--- src/rtl/line_follower_pkg.sv ---
package line_follower_pkg;

	// ADC result width and one converted sample
	localparam int SAMPLE_W = 12;

	typedef logic [SAMPLE_W-1:0] sample_t;

	// Serial ADC channel address
	typedef logic [2:0] channel_t;

	// Reflectance sensors on the ADC inputs
	localparam channel_t LEFT_CH   = 3'd5;
	localparam channel_t CENTRE_CH = 3'd6;
	localparam channel_t RIGHT_CH  = 3'd7;

	// Bits are left, centre, right with left as MSB; 1 is black
	typedef logic [2:0] pattern_t;

	// Case number on the display, pattern plus one
	typedef logic [3:0] digit_t;

	// PWM counters and duty values
	localparam int PWM_CNT_W = 16;

	typedef logic [PWM_CNT_W-1:0] pwm_count_t;

	// Drive decision taken from a confirmed pattern
	typedef enum logic [1:0]
	{
		STOP,
		FORWARD,
		PIVOT_LEFT,
		PIVOT_RIGHT
	} drive_action_t;

endpackage

--- src/rtl/adc_serial_reader.sv ---
`timescale 1ns/100ps

module adc_serial_reader
	import line_follower_pkg::*;
#(
	parameter int ADC_CLK_DIV = 20
)
(
	input  logic     clk,
	input  logic     rst,
	input  logic     adc_data,
	output logic     adc_clk,
	output logic     adc_chip_select,
	output logic     adc_address,
	output sample_t  sample,
	output channel_t sample_channel,
	output logic     sample_valid
);

	localparam int HALF_DIV = ADC_CLK_DIV / 2;
	localparam int DIV_W = $clog2(ADC_CLK_DIV);

	logic [DIV_W-1:0] div_cnt;
	logic             rise_tick;
	logic             fall_tick;
	logic [3:0]       period;
	logic [3:0]       next_period;
	channel_t         next_ch;
	channel_t         cur_ch;
	logic             first_frame;
	sample_t          shift_reg;

	// Last clk cycle of the low and of the high half
	assign rise_tick = (div_cnt == DIV_W'(HALF_DIV - 1));
	assign fall_tick = (div_cnt == DIV_W'(ADC_CLK_DIV - 1));
	assign next_period = period + 4'd1;

	function automatic channel_t rotate_channel(input channel_t ch);
		case (ch)
			LEFT_CH:   return CENTRE_CH;
			CENTRE_CH: return RIGHT_CH;
			default:   return LEFT_CH;
		endcase
	endfunction

	// ADC clock divider
	always_ff @(posedge clk)
	begin
		if (rst)
		begin
			div_cnt <= '0;
			adc_clk <= 1'b0;
		end
		else
		begin
			if (fall_tick)
				div_cnt <= '0;
			else
				div_cnt <= div_cnt + 1'b1;

			if (rise_tick)
				adc_clk <= 1'b1;
			else if (fall_tick)
				adc_clk <= 1'b0;
		end
	end

	// Converter is selected as soon as reset is released
	always_ff @(posedge clk)
	begin
		if (rst)
			adc_chip_select <= 1'b1;
		else
			adc_chip_select <= 1'b0;
	end

	// Frame sequencing, address bits and channel rotation
	always_ff @(posedge clk)
	begin
		if (rst)
		begin
			period       <= 4'd0;
			adc_address  <= 1'b0;
			next_ch      <= LEFT_CH;
			cur_ch       <= LEFT_CH;
			first_frame  <= 1'b1;
			sample_valid <= 1'b0;
		end
		else
		begin
			sample_valid <= 1'b0;
			if (fall_tick)
			begin
				period <= next_period;

				// Address goes out MSB first in periods 2 to 4
				case (next_period)
					4'd2:    adc_address <= next_ch[2];
					4'd3:    adc_address <= next_ch[1];
					4'd4:    adc_address <= next_ch[0];
					default: adc_address <= 1'b0;
				endcase

				if (period == 4'd15)
				begin
					sample_valid <= !first_frame;
					first_frame  <= 1'b0;
					cur_ch       <= next_ch;
					next_ch      <= rotate_channel(next_ch);
				end
			end
		end
	end

	// Data bits arrive in periods 4 to 15
	always_ff @(posedge clk)
	begin
		if (rise_tick && period >= 4'd4)
			shift_reg <= {shift_reg[SAMPLE_W-2:0], adc_data};

		if (fall_tick && period == 4'd15)
		begin
			sample         <= shift_reg;
			sample_channel <= cur_ch;
		end
	end

endmodule

--- src/rtl/sensor_classifier.sv ---
`timescale 1ns/100ps

module sensor_classifier
	import line_follower_pkg::*;
#(
	parameter int WHITE_THRESHOLD = 1600
)
(
	input  logic     clk,
	input  logic     rst,
	input  sample_t  sample,
	input  channel_t sample_channel,
	input  logic     sample_valid,
	output pattern_t pattern,
	output logic     led_l,
	output logic     led_m,
	output logic     led_r
);

	localparam sample_t THRESHOLD = sample_t'(WHITE_THRESHOLD);

	logic black;

	// Values at the threshold still count as white
	assign black = (sample > THRESHOLD);

	always_ff @(posedge clk)
	begin
		if (rst)
		begin
			pattern <= '0;
			led_l   <= 1'b0;
			led_m   <= 1'b0;
			led_r   <= 1'b0;
		end
		else if (sample_valid)
		begin
			// LED lights when its sensor sees white
			case (sample_channel)
				LEFT_CH:
				begin
					pattern[2] <= black;
					led_l      <= !black;
				end
				CENTRE_CH:
				begin
					pattern[1] <= black;
					led_m      <= !black;
				end
				RIGHT_CH:
				begin
					pattern[0] <= black;
					led_r      <= !black;
				end
				default:
				begin
					pattern <= pattern;
				end
			endcase
		end
	end

endmodule

--- src/rtl/pattern_debouncer.sv ---
`timescale 1ns/100ps

module pattern_debouncer
	import line_follower_pkg::*;
#(
	parameter int CONFIRM_CYCLES = 50
)
(
	input  logic     clk,
	input  logic     rst,
	input  pattern_t pattern,
	input  logic     busy,
	output logic     confirm,
	output pattern_t confirmed_pattern
);

	localparam int CNT_W = $clog2(CONFIRM_CYCLES + 1);

	pattern_t   prev_pattern;
	logic [CNT_W-1:0] stable_cnt;
	logic       stable_done;

	// This cycle would make CONFIRM_CYCLES steady idle cycles
	assign stable_done = (stable_cnt == CNT_W'(CONFIRM_CYCLES - 1));

	always_ff @(posedge clk)
	begin
		if (rst)
		begin
			prev_pattern <= '0;
			stable_cnt   <= '0;
			confirm      <= 1'b0;
		end
		else
		begin
			prev_pattern <= pattern;
			confirm      <= 1'b0;

			if (busy)
			begin
				// No counting while the wheels run
				stable_cnt <= '0;
			end
			else if (pattern != prev_pattern)
			begin
				stable_cnt <= '0;
			end
			else if (stable_done)
			begin
				stable_cnt <= '0;
				confirm    <= 1'b1;
			end
			else
			begin
				stable_cnt <= stable_cnt + 1'b1;
			end
		end
	end

	// Pattern travels with the confirm pulse
	always_ff @(posedge clk)
	begin
		if (rst)
			confirmed_pattern <= '0;
		else if (!busy && pattern == prev_pattern && stable_done)
			confirmed_pattern <= pattern;
	end

endmodule

--- src/rtl/motor_pwm_driver.sv ---
`timescale 1ns/100ps

module motor_pwm_driver
	import line_follower_pkg::*;
#(
	parameter int PWM_PERIOD = 50000,
	parameter int FAST_DUTY  = 50000,
	parameter int SLOW_DUTY  = 50000
)
(
	input  logic     clk,
	input  logic     rst,
	input  logic     confirm,
	input  pattern_t confirmed_pattern,
	output logic     busy,
	output logic     rw_f,
	output logic     rw_b,
	output logic     lw_f,
	output logic     lw_b,
	output digit_t   digit
);

	localparam pwm_count_t LAST_CNT = pwm_count_t'(PWM_PERIOD - 1);
	localparam pwm_count_t FAST     = pwm_count_t'(FAST_DUTY);
	localparam pwm_count_t SLOW     = pwm_count_t'(SLOW_DUTY);

	drive_action_t next_action;
	drive_action_t action;
	pwm_count_t    pwm_cnt;
	pwm_count_t    rw_f_duty;
	pwm_count_t    rw_b_duty;
	pwm_count_t    lw_f_duty;
	pwm_count_t    lw_b_duty;

	// Pattern decode, left bit first
	always_comb
	begin
		case (confirmed_pattern)
			3'b010:         next_action = FORWARD;
			3'b001, 3'b011: next_action = PIVOT_RIGHT;
			3'b100, 3'b110: next_action = PIVOT_LEFT;
			default:        next_action = STOP;
		endcase
	end

	// Run control and digit display
	always_ff @(posedge clk)
	begin
		if (rst)
		begin
			busy    <= 1'b0;
			action  <= STOP;
			pwm_cnt <= '0;
			digit   <= '0;
		end
		else if (!busy)
		begin
			pwm_cnt <= '0;
			if (confirm)
			begin
				busy   <= 1'b1;
				action <= next_action;
				digit  <= {1'b0, confirmed_pattern} + digit_t'(1);
			end
		end
		else if (action == STOP || pwm_cnt == LAST_CNT)
		begin
			busy    <= 1'b0;
			pwm_cnt <= '0;
			digit   <= '0;
		end
		else
		begin
			pwm_cnt <= pwm_cnt + 1'b1;
		end
	end

	// Duty latch, wheels not named by the action stay at zero
	always_ff @(posedge clk)
	begin
		if (!busy && confirm)
		begin
			rw_f_duty <= '0;
			rw_b_duty <= '0;
			lw_f_duty <= '0;
			lw_b_duty <= '0;
			case (next_action)
				FORWARD:
				begin
					rw_f_duty <= FAST;
					lw_f_duty <= FAST;
				end
				PIVOT_RIGHT:
				begin
					lw_f_duty <= FAST;
					rw_b_duty <= SLOW;
				end
				PIVOT_LEFT:
				begin
					rw_f_duty <= FAST;
					lw_b_duty <= SLOW;
				end
				default:
				begin
					rw_f_duty <= '0;
				end
			endcase
		end
	end

	// Active high for the first duty cycles of the period
	assign rw_f = busy && (pwm_cnt < rw_f_duty);
	assign rw_b = busy && (pwm_cnt < rw_b_duty);
	assign lw_f = busy && (pwm_cnt < lw_f_duty);
	assign lw_b = busy && (pwm_cnt < lw_b_duty);

endmodule

--- src/rtl/line_follower.sv ---
`timescale 1ns/100ps

module line_follower
	import line_follower_pkg::*;
#(
	parameter int ADC_CLK_DIV     = 20,
	parameter int WHITE_THRESHOLD = 1600,
	parameter int CONFIRM_CYCLES  = 50,
	parameter int PWM_PERIOD      = 50000,
	parameter int FAST_DUTY       = 50000,
	parameter int SLOW_DUTY       = 50000
)
(
	input  logic   clk,
	input  logic   rst,
	output logic   adc_clk,
	output logic   adc_chip_select,
	output logic   adc_address,
	input  logic   adc_data,
	output logic   rw_f,
	output logic   rw_b,
	output logic   lw_f,
	output logic   lw_b,
	output logic   led_l,
	output logic   led_m,
	output logic   led_r,
	output digit_t digit
);

	sample_t  sample;
	channel_t sample_channel;
	logic     sample_valid;
	pattern_t pattern;
	logic     busy;
	logic     confirm;
	pattern_t confirmed_pattern;

	adc_serial_reader #(
		.ADC_CLK_DIV(ADC_CLK_DIV)
	) i_adc_serial_reader (
		.clk(clk),
		.rst(rst),
		.adc_data(adc_data),
		.adc_clk(adc_clk),
		.adc_chip_select(adc_chip_select),
		.adc_address(adc_address),
		.sample(sample),
		.sample_channel(sample_channel),
		.sample_valid(sample_valid)
	);

	sensor_classifier #(
		.WHITE_THRESHOLD(WHITE_THRESHOLD)
	) i_sensor_classifier (
		.clk(clk),
		.rst(rst),
		.sample(sample),
		.sample_channel(sample_channel),
		.sample_valid(sample_valid),
		.pattern(pattern),
		.led_l(led_l),
		.led_m(led_m),
		.led_r(led_r)
	);

	pattern_debouncer #(
		.CONFIRM_CYCLES(CONFIRM_CYCLES)
	) i_pattern_debouncer (
		.clk(clk),
		.rst(rst),
		.pattern(pattern),
		.busy(busy),
		.confirm(confirm),
		.confirmed_pattern(confirmed_pattern)
	);

	motor_pwm_driver #(
		.PWM_PERIOD(PWM_PERIOD),
		.FAST_DUTY(FAST_DUTY),
		.SLOW_DUTY(SLOW_DUTY)
	) i_motor_pwm_driver (
		.clk(clk),
		.rst(rst),
		.confirm(confirm),
		.confirmed_pattern(confirmed_pattern),
		.busy(busy),
		.rw_f(rw_f),
		.rw_b(rw_b),
		.lw_f(lw_f),
		.lw_b(lw_b),
		.digit(digit)
	);

endmodule

--- config.mk ---
export PLATFORM = sky130hd
export DESIGN_NAME = line_follower
export DESIGN_NICKNAME = d
export VERILOG_FILES = /design/src/rtl/line_follower_pkg.sv /design/src/rtl/adc_serial_reader.sv /design/src/rtl/sensor_classifier.sv /design/src/rtl/pattern_debouncer.sv /design/src/rtl/motor_pwm_driver.sv /design/src/rtl/line_follower.sv
export SDC_FILE = /design/constraint.sdc
export NUM_CORES = 1
export LEC_CHECK = 0
export BUFFER_PORTS_ARGS = -buffer_cell sky130_fd_sc_hd__buf_2
export CAP_MARGIN = 20
export CORE_ASPECT_RATIO = 1.5
export CORE_MARGIN = 3
export CORE_UTILIZATION = 28
export CTS_CLUSTER_DIAMETER = 60
export DETAILED_ROUTE_END_ITERATION = 7
export GPL_ROUTABILITY_DRIVEN = 0
export PLACE_DENSITY_LB_ADDON = 0.12
export SYNTH_ARGS = -nofsm -noshare
export SYNTH_HDL_FRONTEND = slang
export SYNTH_SLANG_ARGS = --single-unit
--- constraint.sdc ---
create_clock -name clk -period 2.92 [get_ports clk]
set_input_delay 0.584 -clock clk [delete_from_list [all_inputs] [get_ports clk]]
set_output_delay 0.584 -clock clk [all_outputs]
set_load 0.03 [all_outputs]
==> insert_results.sql, run 1 <==
INSERT INTO impl_metrics (metric_group, metric, value, unit) VALUES
('clocking', 'cts.path.max_buffers', '2', ''),
('placement', 'port_buffers', '16', ''),
('detailed_routing', 'drt_wl_total', '7800', 'um'),
('global_route', 'grt_start_max_net_pins', '40', ''),
('yosys', 'synth_nets', '435', ''),
('detailed_routing', 'initialDrtViolationCount', '87', ''),
('detailed_routing', 'drcViolationCount', '0', ''),
('detailed_routing', 'wl_met1', '3150', 'um'),
('power', 'leakage_power', '0.00178', 'uW'),
('timing', 'timing.slew.headroom', '0.408', ''),
('yosys', 'yosys.cell_types.count', '42', ''),
('worst_setup_path', 'worst_ep_arrival_time', '2.10', 'ns'),
('detailed_routing', 'dr_wl_met3', '227', 'um'),
('flow_run', 'maxCapViolCount', '0', ''),
('detailed_routing', 'ant_nets', '0', ''),
('clocking', 'h_tree_depth_reported_by_cts', '3', ''),
('timing', 'fin_worst_skew', '0.0105', 'ns'),
('timing', 'final.period_utilization', '0.918', ''),
('placement', 'dp_worst_setup_slack', '0.586', 'ns'),
('yosys', 'synth-async-reset-ratio', '0', ''),
('yosys', 'synth-compound-area-share', '0.0923', ''),
('yosys', 'synth_seq_area_share', '0.515', ''),
('worst_hold_path', 'holdCritPathClass', 'in2reg', ''),
('finish', 'max_ffs_per_register', '16', ''),
('placement', 'dpl.hpwl', '5670', 'um'),
('clocking', 'cts_post_setup_buffers_inserted', '0', ''),
('detailed_routing', 'avgRoutedWirePerCell', '12.7', 'um'),
('die', 'floorplan.die.height', '154', 'um'),
('finish', 'antenna_cells', '0', ''),
('clocking', 'clkSinkCount', '90', ''),
('worst_hold_path', 'worst_hold_path.num_cells', '1', ''),
('worst_setup_path', 'rrSetupSlack', '0.93', 'ns'),
('detailed_routing', 'route.vias.total', '2783', ''),
('timing', 'clock.fmax', '373', 'MHz'),
('worst_setup_path', 'worst-endpoint-required', '2.34', 'ns'),
('timing', 'setup_viol_count_final', '0', ''),
('die', 'rows', '53', ''),
('timing', 'period_needed', '2.68', 'ns'),
('detailed_routing', 'highest_layer', 'met4', ''),
('timing', 'unrepaired_setup_endpoints_after_global_routing', 'no', ''),
('timing', 'setup_slack', '0.238', 'ns'),
('clocking', 'post_cts_hold_buffer_count', '0', ''),
('finish', 'post_route_cells_drive_above_1_share', '0.116', ''),
('outcome', 'status', 'finished, final reports clean', ''),
('die', 'die_x', '105', 'um'),
('clocking', 'cts_tree', 'yes', ''),
('global_route', 'grt_antenna_before_repair', '0', ''),
('yosys', 'synthesis.area', '4080', 'um^2'),
('global_route', 'globalRouteTotalUtil', '0.103', ''),
('worst_setup_path', 'critical_path.endpoint_type', 'output port', ''),
('finish', 'postLayoutCoreUtil', '0.334', ''),
('yosys', 'synth-simple-area-share', '0.188', ''),
('detailed_routing', 'drt_first_pass_iters', '4', ''),
('detailed_routing', 'met2_length', '4240', 'um'),
('yosys', 'syn-instance-count', '396', ''),
('yosys', 'yosys.area_share.xor_xnor', '0.0537', ''),
('clocking', 'cts_root_buffer', 'clkbuf_16', ''),
('die', 'number_of_ports_placed_on_the_die_boundary', '17', ''),
('timing', 'hold_viol_final', '0', ''),
('global_route', 'gr-total-overflow', '0', ''),
('timing', 'worst_slew_pin_slew', '0.887', 'ns'),
('global_route', 'grt_first_pass_wirelength', '13300', 'um'),
('yosys', 'yosys_warnings', '0', ''),
('global_route', 'first_global_vias', '2816', ''),
('worst_setup_path', 'cp-start-kind', 'flip-flop', ''),
('die', 'die_area', '16100', 'um^2'),
('finish', 'layout.cells.most_common_list', '60 x dfxtp_1, 54 x nor2_1, 36 x ha_1, 30 x edfxtp_1, 24 x inv_1', ''),
('timing', 'final.setup.tns', '0', 'ns'),
('worst_setup_path', 'reg2reg_depth', '7', ''),
('yosys', 'yosys.area_share.adder', '0.110', ''),
('timing', 'maxSlewViolCount', '0', '');
[logic make-up after synthesis]
logic type / Yosys count
buffers and inverters: 33
flip-flops: 90
multiplexers: 3
adder cells (fa/ha/maj): 36
AO/OA/AOI/OAI: 62
AND/OR/NAND/NOR: 147
XOR/XNOR: 25
[cells in the mapped netlist, types with 2 or more instances]
cell type  instances  area [um^2]
a41oi_1            2         17.5
dfxtp_1           60         1200
a211oi_1           7         52.6
nor2_1            54          203
nand2b_1           9         56.3
a21oi_1           20          100
xnor2_1           13          114
inv_1             24         90.1
nand4_1            7         43.8
ha_1              36          450
mux2_2             3         33.8
o32ai_1            2         17.5
nor4_1             7         43.8
nor3b_1            2         15.0
or2_2              7         43.8
nor3_1            11         55.1
a21o_1             5         37.5
or4_1              5         37.5
nand3b_1           3         22.5
xor2_1            12          105
nand3_1           11         55.1
buf_2              2         10.0
nor2b_1            4         25.0
nand2_1           16         60.1
edfxtp_1          30          901
clkbuf_1           6         22.5
and3_1             4         25.0
o21ai_0           20          100
[worst max-delay path, stage by stage, from the launching register on]
cell and delay (ns):
dfxtp_1 0.34, or4_4 0.57, or4_1 0.47, o21ai_0 0.16, buf_2 0.22
[routing by layer]
| metal | vias to the layer above | track usage |
|---|---|---|
| met5 | - | 0 |
| met4 | 0 | 0.0482 |
| met3 | 11 | 0.0260 |
| met2 | 23 | 0.194 |
| met1 | 1306 | 0.104 |
| li1 | 1443 | - |
[worst paths after layout]
| kind | start | endpoint |
|---|---|---|
| worst min-delay path | adc_data | i_adc_serial_reader.shift_reg[0] |
| worst max-delay path | i_motor_pwm_driver.pwm_cnt[11] | lw_b |
| worst max register to register | i_adc_serial_reader.div_cnt[0] | i_adc_serial_reader.next_ch[1] |
| worst min register to register | i_adc_serial_reader.shift_reg[11] | i_adc_serial_reader.sample[11] |
[report_power, final]
group | leakage, uW | total, uW | switching [uW] | internal, uW
clock | 0.000158 | 1250 | 498 | 756
combinational | 0.000872 | 32.5 | 20.7 | 11.7
sequential | 0.000755 | 1300 | 6.96 | 1290
total | 0.00178 | 2590 | 525 | 2060
[final cells by class]
cell class                 instances  area (um^2)
clock buffer                       9          225
clock inverter                     7         98.8
sequential                        90         2100
inverter                          24         90.1
fill                            1428         9410
multi-input combinational        273         1850
tap                              192          240
timing repair buffer              20          110
[per-stage QoR]
| step | power (uW) | area, um^2 | hold slack, ns | instances |
|---|---|---|---|---|
| floorplan | 1350 | 4080 | 0.400 | 396 |
| global route | 2680 | 4710 | 0.401 | 615 |
| finish | 2590 | 4710 | 0.423 | 615 |
| detailed placement | 1360 | 4390 | 0.405 | 599 |
| global placement | 1360 | 4390 | 0.401 | 599 |
| CTS | 2640 | 4710 | 0.404 | 615 |
(Power assumes the default switching activity.)
==> inputs of run 2 (changes only) <==
Settings changed: CORE_MARGIN 3 to unset, SLEW_MARGIN set to 30.
==> run 2 against run 1 <==
First-iteration DRC count decreased by 29%. Via count grew 1.1%. Worst setup slack improved by 0.033 ns. Die area is 6.3% lower. Utilization decreased by 0.35 points. Clock power decreased by 16%. Flip-flop and latch count stayed put. Clock skew is 0.0013 ns lower. Combinational power hardly changed. Worst hold slack worse by 0.00091 ns.
==> insert_results.sql, run 2 (synthesis results as in run 1) <==
INSERT INTO impl_metrics (metric_group, metric, value, unit) VALUES
('outcome', 'status', 'finished, final reports clean', ''),
('worst_setup_path', 'cp-start-kind', 'flip-flop', ''),
('die', 'die_x', '101', 'um'),
('finish', 'post_route_cells_drive_above_1_share', '0.116', ''),
('global_route', 'first_global_vias', '2814', ''),
('die', 'die_area', '15100', 'um^2'),
('timing', 'hold_viol_final', '0', ''),
('timing', 'fin_worst_skew', '0.00919', 'ns'),
('clocking', 'cts.path.max_buffers', '2', ''),
('clocking', 'path_clk_slew', '0.06', 'ns'),
('global_route', 'grt_antenna_before_repair', '0', ''),
('power', 'power_density', '511', 'nW/um^2'),
('finish', 'postLayoutCoreUtil', '0.330', ''),
('die', 'number_of_ports_placed_on_the_die_boundary', '17', ''),
('die', 'rows', '53', ''),
('detailed_routing', 'viasPerCell', '4.58', ''),
('finish', 'areaGrowthSynthToFinish', '14.4', '%'),
('finish', 'antenna_cells', '0', ''),
('die', 'start_util', '0.289', ''),
('placement', 'dpl.hpwl', '5650', 'um'),
('placement', 'placed_cell_area', '4390', 'um^2'),
('global_route', 'grt_start_max_net_pins', '40', ''),
('die', 'floorplan.die.height', '150', 'um'),
('finish', 'final.fill_count', '1434', ''),
('timing', 'worst_slew_pin_slew', '0.550', 'ns'),
('worst_hold_path', 'holdCritPathClass', 'reg2reg', ''),
('clocking', 'cts_root_buffer', 'clkbuf_16', ''),
('clocking', 'tritoncts.num_buffers', '9', ''),
('timing', 'setup_slack', '0.272', 'ns'),
('detailed_routing', 'highest_layer', 'met4', ''),
('detailed_routing', 'met2_length', '4300', 'um'),
('detailed_routing', 'drcViolationCount', '0', ''),
('detailed_routing', 'drt_wl_total', '7660', 'um'),
('detailed_routing', 'ant_nets', '0', ''),
('detailed_routing', 'route.vias.total', '2815', ''),
('placement', 'dp_worst_setup_slack', '0.600', 'ns'),
('finish', 'layout.cells.most_common', 'dfxtp_1', ''),
('global_route', 'grt_first_pass_wirelength', '12900', 'um'),
('detailed_routing', 'initialDrtViolationCount', '62', ''),
('timing', 'timing.slew.headroom', '0.632', ''),
('timing', 'timing.hold.ws', '0.422', 'ns'),
('timing', 'maxSlewViolCount', '0', ''),
('clocking', 'cts_resized', '0', ''),
('detailed_routing', 'avgRoutedWirePerCell', '12.4', 'um'),
('timing', 'clock.fmax', '378', 'MHz'),
('global_route', 'globalRouteTotalUtil', '0.111', ''),
('power', 'power.ir.vdd_worst', '328', 'uV'),
('die', 'core_region_area', '14100', 'um^2'),
('clocking', 'cts_tree', 'yes', ''),
('timing', 'final.period_utilization', '0.907', ''),
('timing', 'setup_viol_count_final', '0', ''),
('clocking', 'cts_post_setup_buffers_inserted', '0', ''),
('worst_setup_path', 'path_class', 'reg2out', ''),
('timing', 'period_needed', '2.65', 'ns'),
('finish', 'num-nets-final', '457', ''),
('power', 'leakage_power', '0.00176', 'uW'),
('placement', 'port_buffers', '16', ''),
('worst_setup_path', 'critical_path.endpoint_type', 'output port', ''),
('worst_setup_path', 'worst-endpoint-required', '2.34', 'ns'),
('timing', 'final.setup.tns', '0', 'ns'),
('detailed_routing', 'wl_met1', '3100', 'um'),
('worst_setup_path', 'critical_path_fanouts_max', '4', ''),
('worst_setup_path', 'worst_ep_arrival_time', '2.06', 'ns'),
('detailed_routing', 'drt_first_pass_iters', '4', ''),
('detailed_routing', 'dr_wl_met3', '151', 'um'),
('finish', 'postLayoutCellArea', '4660', 'um^2'),
('finish', 'max_ffs_per_register', '16', ''),
('global_route', 'gr-total-overflow', '0', ''),
('clocking', 'post_cts_hold_buffer_count', '0', ''),
('finish', 'layout.cells.most_common_list', '60 x dfxtp_1, 54 x nor2_1, 36 x ha_1, 30 x edfxtp_1, 24 x inv_1', ''),
('flow_run', 'maxCapViolCount', '0', ''),
('clocking', 'clk_latency', '0.33', 'ns'),
('clocking', 'clkSinkCount', '90', ''),
('timing', 'unrepaired_setup_endpoints_after_global_routing', 'no', ''),
('clocking', 'h_tree_depth_reported_by_cts', '3', '');
-- run 2: layout make-up --
| cell class | count | area [um^2] | area share |
|---|---|---|---|
| clock buffer | 11 | 243 | 0.0520 |
| clock inverter | 5 | 30.0 | 0.00644 |
| inverter | 24 | 90.1 | 0.0193 |
| multi-input combinational | 273 | 1850 | 0.396 |
| sequential | 90 | 2100 | 0.451 |
| tap | 192 | 240 | 0.0515 |
| timing repair buffer | 20 | 110 | 0.0236 |
-- run 2: per-layer routing --
layer  vias to the layer above  global-route usage
met5                         -                   0
met4                         0              0.0362
met3                         8              0.0266
met2                        22               0.221
met1                      1337               0.109
li1                       1448                   -
-- run 2: metrics by stage --
stage,power (uW),std cells
floorplan,1350,396
global placement,1360,599
detailed placement,1360,599
CTS,2430,615
global route,2480,615
finish,2380,615
-- run 2: worst paths after layout --
check	to	from	slack (ns)	cells after the start
worst max-delay path	lw_b	i_motor_pwm_driver.pwm_cnt[11]	0.27	4
worst min-delay path	i_adc_serial_reader.sample[11]	i_adc_serial_reader.shift_reg[11]	0.42	0
worst max register to register	i_adc_serial_reader.next_ch[1]	i_adc_serial_reader.div_cnt[0]	0.96	7
worst min register to register	i_adc_serial_reader.sample[11]	i_adc_serial_reader.shift_reg[11]	0.42	0
-- run 2: where the power goes --
group          internal, uW  switching [uW]  total (uW)
Combinational          11.8            20.9        32.7
Sequential             1290            6.83        1300
Clock                   596             454        1050
Total                  1900             482        2380
-- run 2: worst max-delay path, stage by stage, from the launching register on --
cell     delay [ns]
dfxtp_1        0.34
or4_4          0.57
or4_1          0.47
o21ai_0        0.15
buf_2          0.22
